**src/cavlc_defines.svh**
```systemverilog
`ifndef CAVLC_DEFINES_SVH
`define CAVLC_DEFINES_SVH

// ----------------------------------------------------------------------
// bitstream window
// ----------------------------------------------------------------------

// bits presented to the level reader per step
`define CAVLC_WIN_W 16

// three words of buffering behind the window
`define CAVLC_BUF_W 48

// ----------------------------------------------------------------------
// residual block
// ----------------------------------------------------------------------

`define CAVLC_LEVEL_W 9

`define CAVLC_MAX_COEFF 16

`endif
```
**src/cavlc_pkg.sv**
```systemverilog
`default_nettype none

`include "cavlc_defines.svh"

package cavlc_pkg;

    // signed coefficient level
    typedef logic signed [`CAVLC_LEVEL_W-1:0] level_t;

    typedef logic [$clog2(`CAVLC_MAX_COEFF+1)-1:0] coeff_cnt_t;
    typedef logic [1:0] t1_cnt_t;
    typedef logic [$clog2(`CAVLC_MAX_COEFF)-1:0] coeff_idx_t;

    // bits dropped from the window in one step
    typedef logic [$clog2(`CAVLC_WIN_W+1)-1:0] len_t;

    // one-hot level reader states
    typedef enum logic [5:0] {
        ST_IDLE   = 6'b000001,
        ST_T1S    = 6'b000010,
        ST_PREFIX = 6'b000100,
        ST_SUFFIX = 6'b001000,
        ST_CALC   = 6'b010000,
        ST_DONE   = 6'b100000
    } lvl_state_t;

endpackage

`default_nettype wire

```
**src/cavlc_level_decoder.sv**
```systemverilog
`default_nettype none

`include "cavlc_defines.svh"

module cavlc_level_decoder (
    input  logic                    clk,
    input  logic                    rst_n,
    input  logic [`CAVLC_WIN_W-1:0] word,
    input  logic                    word_wr,
    output logic                    space,
    input  logic                    start,
    input  cavlc_pkg::coeff_cnt_t   total_coeff,
    input  cavlc_pkg::t1_cnt_t      trailing_ones,
    output cavlc_pkg::level_t       level [`CAVLC_MAX_COEFF],
    output logic                    busy,
    output logic                    done
);

    import cavlc_pkg::*;

    logic [0:`CAVLC_WIN_W-1] bits;
    logic                    bits_ok;
    logic                    ena;
    logic                    t1s_sel;
    logic                    prefix_sel;
    logic                    suffix_sel;
    logic                    calc_sel;
    logic                    clear;
    coeff_idx_t              i;
    coeff_cnt_t              blk_total_coeff;
    t1_cnt_t                 blk_trailing_ones;
    len_t                    len_comb;

    cavlc_bit_window u_window (
        .clk      (clk),
        .rst_n    (rst_n),
        .word     (word),
        .word_wr  (word_wr),
        .ena      (ena),
        .len_comb (len_comb),
        .bits     (bits),
        .bits_ok  (bits_ok),
        .space    (space)
    );

    cavlc_level_ctrl u_ctrl (
        .clk               (clk),
        .rst_n             (rst_n),
        .start             (start),
        .total_coeff       (total_coeff),
        .trailing_ones     (trailing_ones),
        .bits_ok           (bits_ok),
        .ena               (ena),
        .t1s_sel           (t1s_sel),
        .prefix_sel        (prefix_sel),
        .suffix_sel        (suffix_sel),
        .calc_sel          (calc_sel),
        .clear             (clear),
        .i                 (i),
        .blk_total_coeff   (blk_total_coeff),
        .blk_trailing_ones (blk_trailing_ones),
        .busy              (busy),
        .done              (done)
    );

    cavlc_read_levels u_levels (
        .clk           (clk),
        .rst_n         (rst_n),
        .ena           (ena),
        .clear         (clear),
        .t1s_sel       (t1s_sel),
        .prefix_sel    (prefix_sel),
        .suffix_sel    (suffix_sel),
        .calc_sel      (calc_sel),
        .trailing_ones (blk_trailing_ones),
        .total_coeff   (blk_total_coeff),
        .bits          (bits),
        .i             (i),
        .level         (level),
        .len_comb      (len_comb)
    );

endmodule

`default_nettype wire

```
**src/cavlc_read_levels.sv**
```systemverilog
`default_nettype none

`include "cavlc_defines.svh"

module cavlc_read_levels (
    input  logic                    clk,
    input  logic                    rst_n,
    input  logic                    ena,
    input  logic                    clear,
    input  logic                    t1s_sel,
    input  logic                    prefix_sel,
    input  logic                    suffix_sel,
    input  logic                    calc_sel,
    input  cavlc_pkg::t1_cnt_t      trailing_ones,
    input  cavlc_pkg::coeff_cnt_t   total_coeff,
    input  logic [0:`CAVLC_WIN_W-1] bits,
    input  cavlc_pkg::coeff_idx_t   i,
    output cavlc_pkg::level_t       level [`CAVLC_MAX_COEFF],
    output cavlc_pkg::len_t         len_comb
);

    import cavlc_pkg::*;

    // wide enough for a 15 prefix shifted by 6 plus a 12-bit suffix
    localparam int CODE_W = 13;

    logic [0:`CAVLC_WIN_W-1] bits_int;
    logic [3:0]              prefix_comb;
    logic [3:0]              level_prefix;
    logic [2:0]              suffix_len;
    logic [11:0]             level_suffix;
    logic [CODE_W-1:0]       level_code;
    logic [CODE_W-1:0]       level_mag;
    logic [CODE_W-1:0]       level_abs;
    logic [CODE_W-1:0]       abs_limit;
    logic [1:0]              first_bonus;
    coeff_idx_t              first_idx;
    logic                    first_level;
    level_t                  level_val;

    function automatic level_t sign_one(input logic neg);
        return neg ? level_t'(-1) : level_t'(1);
    endfunction

    // all ones outside read steps keeps the prefix logic quiet
    assign bits_int = ((t1s_sel || prefix_sel || suffix_sel) && ena) ? bits : '1;

    // ----------------------------------------------------------------------
    // level prefix
    // ----------------------------------------------------------------------

    // leading zeros before the first one
    always_comb begin
        prefix_comb = 4'd15;
        for (int k = `CAVLC_WIN_W - 1; k >= 0; k--) begin
            if (bits_int[k])
                prefix_comb = k[3:0];
        end
    end

    always_ff @(posedge clk) begin
        if (prefix_sel && ena)
            level_prefix <= prefix_comb;
    end

    // ----------------------------------------------------------------------
    // suffix length
    // ----------------------------------------------------------------------

    assign first_idx   = coeff_idx_t'(total_coeff - coeff_cnt_t'(trailing_ones) - 5'd1);
    assign first_level = i == first_idx;
    assign abs_limit   = CODE_W'(3) << (suffix_len - 3'd1);

    // grows from the previous level, looked at before the next prefix
    always_ff @(posedge clk or negedge rst_n) begin
        if (!rst_n) begin
            suffix_len <= '0;
        end else if (prefix_sel && ena) begin
            if (first_level)
                suffix_len <= (total_coeff > 5'd10 && trailing_ones < 2'd3) ? 3'd1 : 3'd0;
            else if (suffix_len == 3'd0)
                suffix_len <= (level_abs > CODE_W'(3)) ? 3'd2 : 3'd1;
            else if (level_abs > abs_limit && suffix_len < 3'd6)
                suffix_len <= suffix_len + 3'd1;
        end
    end

    // ----------------------------------------------------------------------
    // level suffix and level code
    // ----------------------------------------------------------------------

    always_comb begin
        if (level_prefix == 4'd15)
            level_suffix = bits_int[0:11];
        else if (suffix_len != 3'd0)
            level_suffix = 12'(bits_int[0:5] >> (3'd6 - suffix_len));
        else if (level_prefix == 4'd14)
            level_suffix = 12'(bits_int[0:3]);
        else
            level_suffix = '0;
    end

    always_ff @(posedge clk) begin
        if (suffix_sel && ena)
            level_code <= (CODE_W'(level_prefix) << suffix_len) + CODE_W'(level_suffix)
                        + ((suffix_len == 3'd0 && level_prefix == 4'd15) ? CODE_W'(15) : '0);
    end

    // first level can't be magnitude 1 when fewer than three trailing ones
    assign first_bonus = (first_level && trailing_ones < 2'd3) ? 2'd2 : 2'd0;

    // even codes are positive, odd codes negative
    assign level_mag = level_code[0] ? (level_code + CODE_W'(first_bonus) + 1'b1) >> 1
                                     : (level_code + CODE_W'(first_bonus) + 2'd2) >> 1;
    assign level_val = level_code[0] ? level_t'(-level_mag) : level_t'(level_mag);

    always_ff @(posedge clk) begin
        if (calc_sel && ena)
            level_abs <= level_mag;
    end

    // ----------------------------------------------------------------------
    // level register file
    // ----------------------------------------------------------------------

    always_ff @(posedge clk or negedge rst_n) begin
        if (!rst_n) begin
            for (int k = 0; k < `CAVLC_MAX_COEFF; k++)
                level[k] <= '0;
        end else if (clear) begin
            for (int k = 0; k < `CAVLC_MAX_COEFF; k++)
                level[k] <= '0;
        end else if (t1s_sel && ena) begin
            level[i] <= sign_one(bits_int[0]);
            if (trailing_ones[1])
                level[i - 4'd1] <= sign_one(bits_int[1]);
            if (trailing_ones == 2'd3)
                level[i - 4'd2] <= sign_one(bits_int[2]);
        end else if (calc_sel && ena) begin
            level[i] <= level_val;
        end
    end

    // ----------------------------------------------------------------------
    // bits used by this step
    // ----------------------------------------------------------------------

    always_comb begin
        len_comb = '0;
        if (t1s_sel) begin
            len_comb = len_t'(trailing_ones);
        end else if (prefix_sel) begin
            len_comb = len_t'(prefix_comb) + 5'd1;
        end else if (suffix_sel) begin
            if (level_prefix == 4'd15)
                len_comb = 5'd12;
            else if (suffix_len != 3'd0)
                len_comb = len_t'(suffix_len);
            else if (level_prefix == 4'd14)
                len_comb = 5'd4;
        end
    end

    assert property (@(posedge clk) disable iff (!rst_n) suffix_len <= 3'd6)
        else $error("suffixLength out of range: %0d", suffix_len);

endmodule

`default_nettype wire

```
**src/cavlc_level_ctrl.sv**
```systemverilog
`default_nettype none

module cavlc_level_ctrl (
    input  logic                    clk,
    input  logic                    rst_n,
    input  logic                    start,
    input  cavlc_pkg::coeff_cnt_t   total_coeff,
    input  cavlc_pkg::t1_cnt_t      trailing_ones,
    input  logic                    bits_ok,
    output logic                    ena,
    output logic                    t1s_sel,
    output logic                    prefix_sel,
    output logic                    suffix_sel,
    output logic                    calc_sel,
    output logic                    clear,
    output cavlc_pkg::coeff_idx_t   i,
    output cavlc_pkg::coeff_cnt_t   blk_total_coeff,
    output cavlc_pkg::t1_cnt_t      blk_trailing_ones,
    output logic                    busy,
    output logic                    done
);

    import cavlc_pkg::*;

    lvl_state_t state;
    lvl_state_t state_nxt;
    logic       start_ok;
    logic       all_t1s;

    assign start_ok = (state == ST_IDLE) && start;
    assign all_t1s  = blk_total_coeff == coeff_cnt_t'(blk_trailing_ones);

    // ----------------------------------------------------------------------
    // state register
    // ----------------------------------------------------------------------

    always_comb begin
        state_nxt = state;
        case (state)
            ST_IDLE: begin
                if (start) begin
                    if (total_coeff == '0)
                        state_nxt = ST_DONE;
                    else if (trailing_ones != '0)
                        state_nxt = ST_T1S;
                    else
                        state_nxt = ST_PREFIX;
                end
            end
            ST_T1S:    if (ena) state_nxt = all_t1s ? ST_DONE : ST_PREFIX;
            ST_PREFIX: if (ena) state_nxt = ST_SUFFIX;
            ST_SUFFIX: if (ena) state_nxt = ST_CALC;
            ST_CALC:   if (ena) state_nxt = (i == '0) ? ST_DONE : ST_PREFIX;
            ST_DONE:   state_nxt = ST_IDLE;
            default:   state_nxt = ST_IDLE;
        endcase
    end

    always_ff @(posedge clk or negedge rst_n) begin
        if (!rst_n)
            state <= ST_IDLE;
        else
            state <= state_nxt;
    end

    // ----------------------------------------------------------------------
    // counts and coefficient index
    // ----------------------------------------------------------------------

    always_ff @(posedge clk or negedge rst_n) begin
        if (!rst_n) begin
            blk_total_coeff   <= '0;
            blk_trailing_ones <= '0;
        end else if (start_ok) begin
            blk_total_coeff   <= total_coeff;
            blk_trailing_ones <= trailing_ones;
        end
    end

    // highest index first, levels are sent in reverse scan order
    always_ff @(posedge clk or negedge rst_n) begin
        if (!rst_n)
            i <= '0;
        else if (start_ok)
            i <= coeff_idx_t'(total_coeff - 5'd1);
        else if (t1s_sel && ena)
            i <= coeff_idx_t'(blk_total_coeff - coeff_cnt_t'(blk_trailing_ones) - 5'd1);
        else if (calc_sel && ena && i != '0)
            i <= i - 1'b1;
    end

    // ----------------------------------------------------------------------
    // outputs
    // ----------------------------------------------------------------------

    assign t1s_sel    = state == ST_T1S;
    assign prefix_sel = state == ST_PREFIX;
    assign suffix_sel = state == ST_SUFFIX;
    assign calc_sel   = state == ST_CALC;
    assign ena        = (t1s_sel || prefix_sel || suffix_sel || calc_sel) && bits_ok;
    assign clear      = start_ok;
    assign busy       = state != ST_IDLE;
    assign done       = state == ST_DONE;

    assert property (@(posedge clk) disable iff (!rst_n) $onehot(state))
        else $error("level FSM state not one-hot");

    assert property (@(posedge clk) disable iff (!rst_n) start |-> !busy)
        else $error("start while a block is still being decoded");

endmodule

`default_nettype wire

```
**src/cavlc_bit_window.sv**
```systemverilog
`default_nettype none

`include "cavlc_defines.svh"

module cavlc_bit_window (
    input  logic                      clk,
    input  logic                      rst_n,
    input  logic [`CAVLC_WIN_W-1:0]   word,
    input  logic                      word_wr,
    input  logic                      ena,
    input  cavlc_pkg::len_t           len_comb,
    output logic [0:`CAVLC_WIN_W-1]   bits,
    output logic                      bits_ok,
    output logic                      space
);

    localparam int FILL_W = $clog2(`CAVLC_BUF_W + 1);
    localparam int PAD_W  = `CAVLC_BUF_W - `CAVLC_WIN_W;

    // valid bits sit left-aligned from index 0
    logic [0:`CAVLC_BUF_W-1] win_buf;
    logic [FILL_W-1:0]       fill;

    logic [FILL_W-1:0]       len_eff;
    logic [FILL_W-1:0]       fill_drop;
    logic [0:`CAVLC_BUF_W-1] shifted;
    logic [0:`CAVLC_BUF_W-1] appended;

    // ----------------------------------------------------------------------
    // consume and append
    // ----------------------------------------------------------------------

    always_comb begin
        len_eff   = ena ? FILL_W'(len_comb) : '0;
        fill_drop = fill - len_eff;
        shifted   = win_buf << len_eff;
        // new word lands right behind what is left after the drop
        appended  = {word, {PAD_W{1'b0}}} >> fill_drop;
    end

    always_ff @(posedge clk or negedge rst_n) begin
        if (!rst_n) begin
            win_buf <= '0;
            fill    <= '0;
        end else if (word_wr) begin
            win_buf <= shifted | appended;
            fill    <= fill_drop + FILL_W'(`CAVLC_WIN_W);
        end else begin
            win_buf <= shifted;
            fill    <= fill_drop;
        end
    end

    assign bits    = win_buf[0:`CAVLC_WIN_W-1];
    assign bits_ok = fill >= FILL_W'(`CAVLC_WIN_W);
    assign space   = fill <= FILL_W'(PAD_W);

    // ----------------------------------------------------------------------
    // checks
    // ----------------------------------------------------------------------

    // a word written without room would overrun the buffer
    assert property (@(posedge clk) disable iff (!rst_n) word_wr |-> space)
        else $error("word written to a full bit window");

    // the reader never asks for bits that have not arrived
    assert property (@(posedge clk) disable iff (!rst_n)
        ena |-> FILL_W'(len_comb) <= fill)
        else $error("len_comb %0d exceeds fill %0d", len_comb, fill);

endmodule

`default_nettype wire

```
**config.mk**
```make
export PLATFORM = sky130hd
export DESIGN_NAME = cavlc_level_decoder
export DESIGN_NICKNAME = d
export VERILOG_FILES = /design/src/cavlc_pkg.sv /design/src/cavlc_level_decoder.sv /design/src/cavlc_read_levels.sv /design/src/cavlc_level_ctrl.sv /design/src/cavlc_bit_window.sv
export VERILOG_INCLUDE_DIRS = /design/src
export SDC_FILE = /design/constraint.sdc
export NUM_CORES = 1
export LEC_CHECK = 0
export BUFFER_PORTS_ARGS = -buffer_cell sky130_fd_sc_hd__buf_2
export CORE_ASPECT_RATIO = 0.5
export CORE_MARGIN = 3
export CORE_UTILIZATION = 30
export CTS_BUF_LIST = sky130_fd_sc_hd__clkbuf_2
export DETAILED_ROUTE_END_ITERATION = 6
export RECOVER_POWER = 50
export SYNTH_ARGS = -nofsm -noshare
export SYNTH_HDL_FRONTEND = slang
export SYNTH_SLANG_ARGS = --single-unit
```
**constraint.sdc**
```tcl
create_clock -name clk -period 15.9 [get_ports clk]
set_input_delay 3.18 -clock clk [delete_from_list [all_inputs] [get_ports clk]]
set_output_delay 3.18 -clock clk [all_outputs]
set_load 0.005 [all_outputs]
```
==> results.json <==
{
  "layout_common_cells": "nor2_1, o21ai_0, nand2_1, dfrtp_1, buf_2",
  "wire_per_inst_um": 21.6,
  "num_vias": 19500,
  "synth_compound_area_share_pct": 29.3,
  "htree_levels": 3,
  "fin_crit_sh_pct": 57.9,
  "grt_use_total_pct": 21.0,
  "worst_pin_slew_ps": 4580,
  "synth_top_family_by_area": "compound AO/OA/AOI/OAI gates",
  "area_delta_synth_final_pct": 11.2,
  "p_per_area_nw_per_um2": 159,
  "syn_nets": 2435,
  "cts_buffers": 66,
  "critical_path_arrival_ps": 9370,
  "drv_cap": 8,
  "r2r-end": "u_window.win_buf[27]",
  "slew_violations": 362,
  "reg2reg_from": "u_levels.suffix_len[0]",
  "rsz0062_at_grt": "false",
  "p_leak_nw": 9.22,
  "ctsResizeCount": 0,
  "async_reset_ff_share_pct": 88.3,
  "synth-adder-area-share_pct": 4.28,
  "grt_pass1_wl_um": 110000,
  "fill_cells": 6552,
  "dpl.hpwl_um": 51300,
  "io_pins": 174,
  "initial_core_util_pct": 30.7,
  "synthXorXnorAreaFrac_pct": 2.35,
  "worstRegToRegCells": 17,
  "rows": 64,
  "wirelength_um": 72400,
  "synthMuxAreaShare_pct": 7.74,
  "vdd_drop_max_mv": 0.0776,
  "drtIter0Drc": 2084,
  "path_clk_slew_ps": 90,
  "syn-cell-area_um2": 19000,
  "fin_ws_ps": 6690,
  "synth_seq_cells": 247,
  "grt_pass1_vias": 18300,
  "cp.required_ps": 16060,
  "period_needed_ps": 9210,
  "critPathMaxStageDelay_ps": 3140,
  "fin_nets": 2559,
  "end_kind": "asynchronous set/reset pin",
  "r2r_slack_ps": 6850,
  "crit_end": "u_levels.level[108]",
  "ys.flop_type": "dfrtp_1",
  "seqCellArea_um2": 6330,
  "drive_above_1_share_pct": 14.0,
  "final.setup.tns_ps": 0,
  "via_per_inst": 5.82,
  "ys_types": 88,
  "clock-sinks": 247,
  "yosysWarnings": 0,
  "multi_input_area_um2": 11800,
  "portBuffers": 173,
  "synth-simple-area-share_pct": 18.3,
  "fp.dieW_um": 362,
  "violations": "max-capacitance violations, max-slew violations",
  "setup_violations": 0,
  "hp-class": "reg2reg",
  "clock.fmax_mhz": 109,
  "yosysSeqAreaShare_pct": 33.3,
  "crit_chain": "clkbuf_1 > clkbuf_1",
  "status": "finished with violations",
  "gp_congestion": 0.953,
  "die_y_um": 184,
  "crit_top_cell": "clkbuf_1",
  "synth_edf_count": 29,
  "coreArea_um2": 61900,
  "clk-insertion-delay-late_ps": 1040,
  "ctsRootBufferMaster": "clkbuf_2",
  "worst_setup_path_start_kind": "input pin",
  "syn_area_per_cell_um2": 8.09,
  "max_slew_margin_pct": -205,
  "critPathKind": "in2async",
  "cts_hold_buffers": 0,
  "min_path_cells": 2,
  "crit_slowest_cell": "clkbuf_1",
  "crit_start": "rst_n",
  "critical_path_buf_inv_count": 2,
  "antenna_found_initial": 1,
  "overflow": 0,
  "synthCells": 2348,
  "clock_skew_ps": 147,
  "path_max_fanout": 83,
  "final_common_cell": "nor2_1",
  "grt_max_degree": 84,
  "p_total_mw": 3.35,
  "ant_nets": 0,
  "dp_slack_ps": 9140,
  "cp.depth": 2,
  "hold_violations": 0,
  "cts_buffer_depth": 3,
  "firstDrtPassIters": 6,
  "cts_tree": "built",
  "die-area_um2": 66600,
  "crit_family": "buffers and inverters",
  "drc_errors": 0,
  "post_cts_buffers": 0
}
synth_stat cells (all sizes together) (7+ instances only):
cell | instances | share of area, %
dfrtp | 217 | 29
a22oi | 13 | 0.51
a32oi | 7 | 0.32
nand2 | 238 | 4.7
o221a | 17 | 1.0
o211ai | 30 | 1.2
ha | 53 | 3.5
o22ai | 44 | 1.4
o221ai | 17 | 0.78
o21ai | 292 | 7.8
mux2i | 115 | 6.1
and3 | 18 | 0.59
and2 | 26 | 0.86
fa | 7 | 0.74
nor3 | 32 | 0.90
nand2b | 9 | 0.30
nor2b | 13 | 0.43
xor2 | 21 | 0.97
o32ai | 8 | 0.37
a22o | 121 | 5.6
nand4 | 7 | 0.23
a31oi | 40 | 1.4
o31ai | 21 | 0.83
or3 | 8 | 0.26
a21o | 12 | 0.47
a211oi | 14 | 0.55
nor4 | 8 | 0.34
nand3 | 67 | 1.8
nor2 | 340 | 6.7
edfxtp | 29 | 4.6
a21oi | 99 | 2.6
o21a | 41 | 1.6
inv | 72 | 1.4
or2 | 11 | 0.36
mux2 | 20 | 1.2
buf | 53 | 1.5
xnor2 | 30 | 1.4
clkbuf | 93 | 1.8
a21boi | 22 | 0.93
state kept, by name, indices dropped and copies added (netlist names), 3 cells and up:
name and flops:
u_levels.level 144, u_ctrl.blk_total_coeff 5, u_levels.level_abs 12, u_levels.suffix_len 3
u_ctrl.state 6, u_ctrl.i 4, u_window.fill 6, u_levels.level_code 13
u_window.win_buf 48, u_levels.level_prefix 4
tightest hold or removal path, cell delays in order, from the launching register on:
cell	delay, ps
dfrtp_1	380
nand2_1	60
nand3_1	60
cell families (layout without fill, tap and decap cells):
family,Yosys count,after routing
muxes,139,139
and+or+nand+nor,795,795
xor gates and xnor gates,51,51
AOI/OAI and AO/OA,836,836
adders and majority gates,61,61
DFF,247,247
buffers and inverters,219,391
other,0,1
metal layers:
metal	up-vias	global-route usage (%)	routed length, µm
li1	8901	-	-
met1	9394	28.7	31700
met2	995	32.5	31900
met5	-	0	0
met4	0	7.55	2490
met3	174	4.63	6360
cell type report:
cell class	count	share of cell area, %
Sequential cell	247	29.9
Clock buffer	95	2.25
Antenna cell	1	0.0118
Clock inverter	21	0.847
Inverter	73	1.31
Timing Repair Buffer	202	4.90
Tap cell	825	4.88
Multi-Input combinational cell	1882	55.9
worst min-delay path by stage:
stage,end,startpoint,slack (ps)
6_report,u_levels.level[97],u_levels.level[97],520
5_1_grt,u_levels.level[66],u_levels.level[66],550
4_1_cts,u_levels.level[97],u_levels.level[97],520
3_5_place_dp,u_levels.level[97],u_levels.level[97],500
3_3_place_gp,u_ctrl.blk_total_coeff[4],u_ctrl.blk_total_coeff[4],500
2_1_floorplan,u_ctrl.blk_total_coeff[4],u_ctrl.blk_total_coeff[4],470
power by group:
group / internal [mW] / switching [mW] / total [mW]
Sequential: 0.783 / 0.188 / 0.970
Combinational: 0.621 / 1.24 / 1.86
Clock: 0.211 / 0.312 / 0.524
Total: 1.61 / 1.74 / 3.35
through the flow:
step / util [%] / hold slack (ps) / instance area (µm²) / cells
3_5_place_dp: 33.2 / 498 / 20600 / 3229
4_1_cts: 34.3 / 519 / 21200 / 3345
2_1_floorplan: - / 470 / 19000 / 2348
3_3_place_gp: 33.2 / 496 / 20600 / 3229
5_1_grt: 34.1 / 547 / 21100 / 3346
6_report: 34.1 / 522 / 21100 / 3346
(Power assumes the default switching activity.)
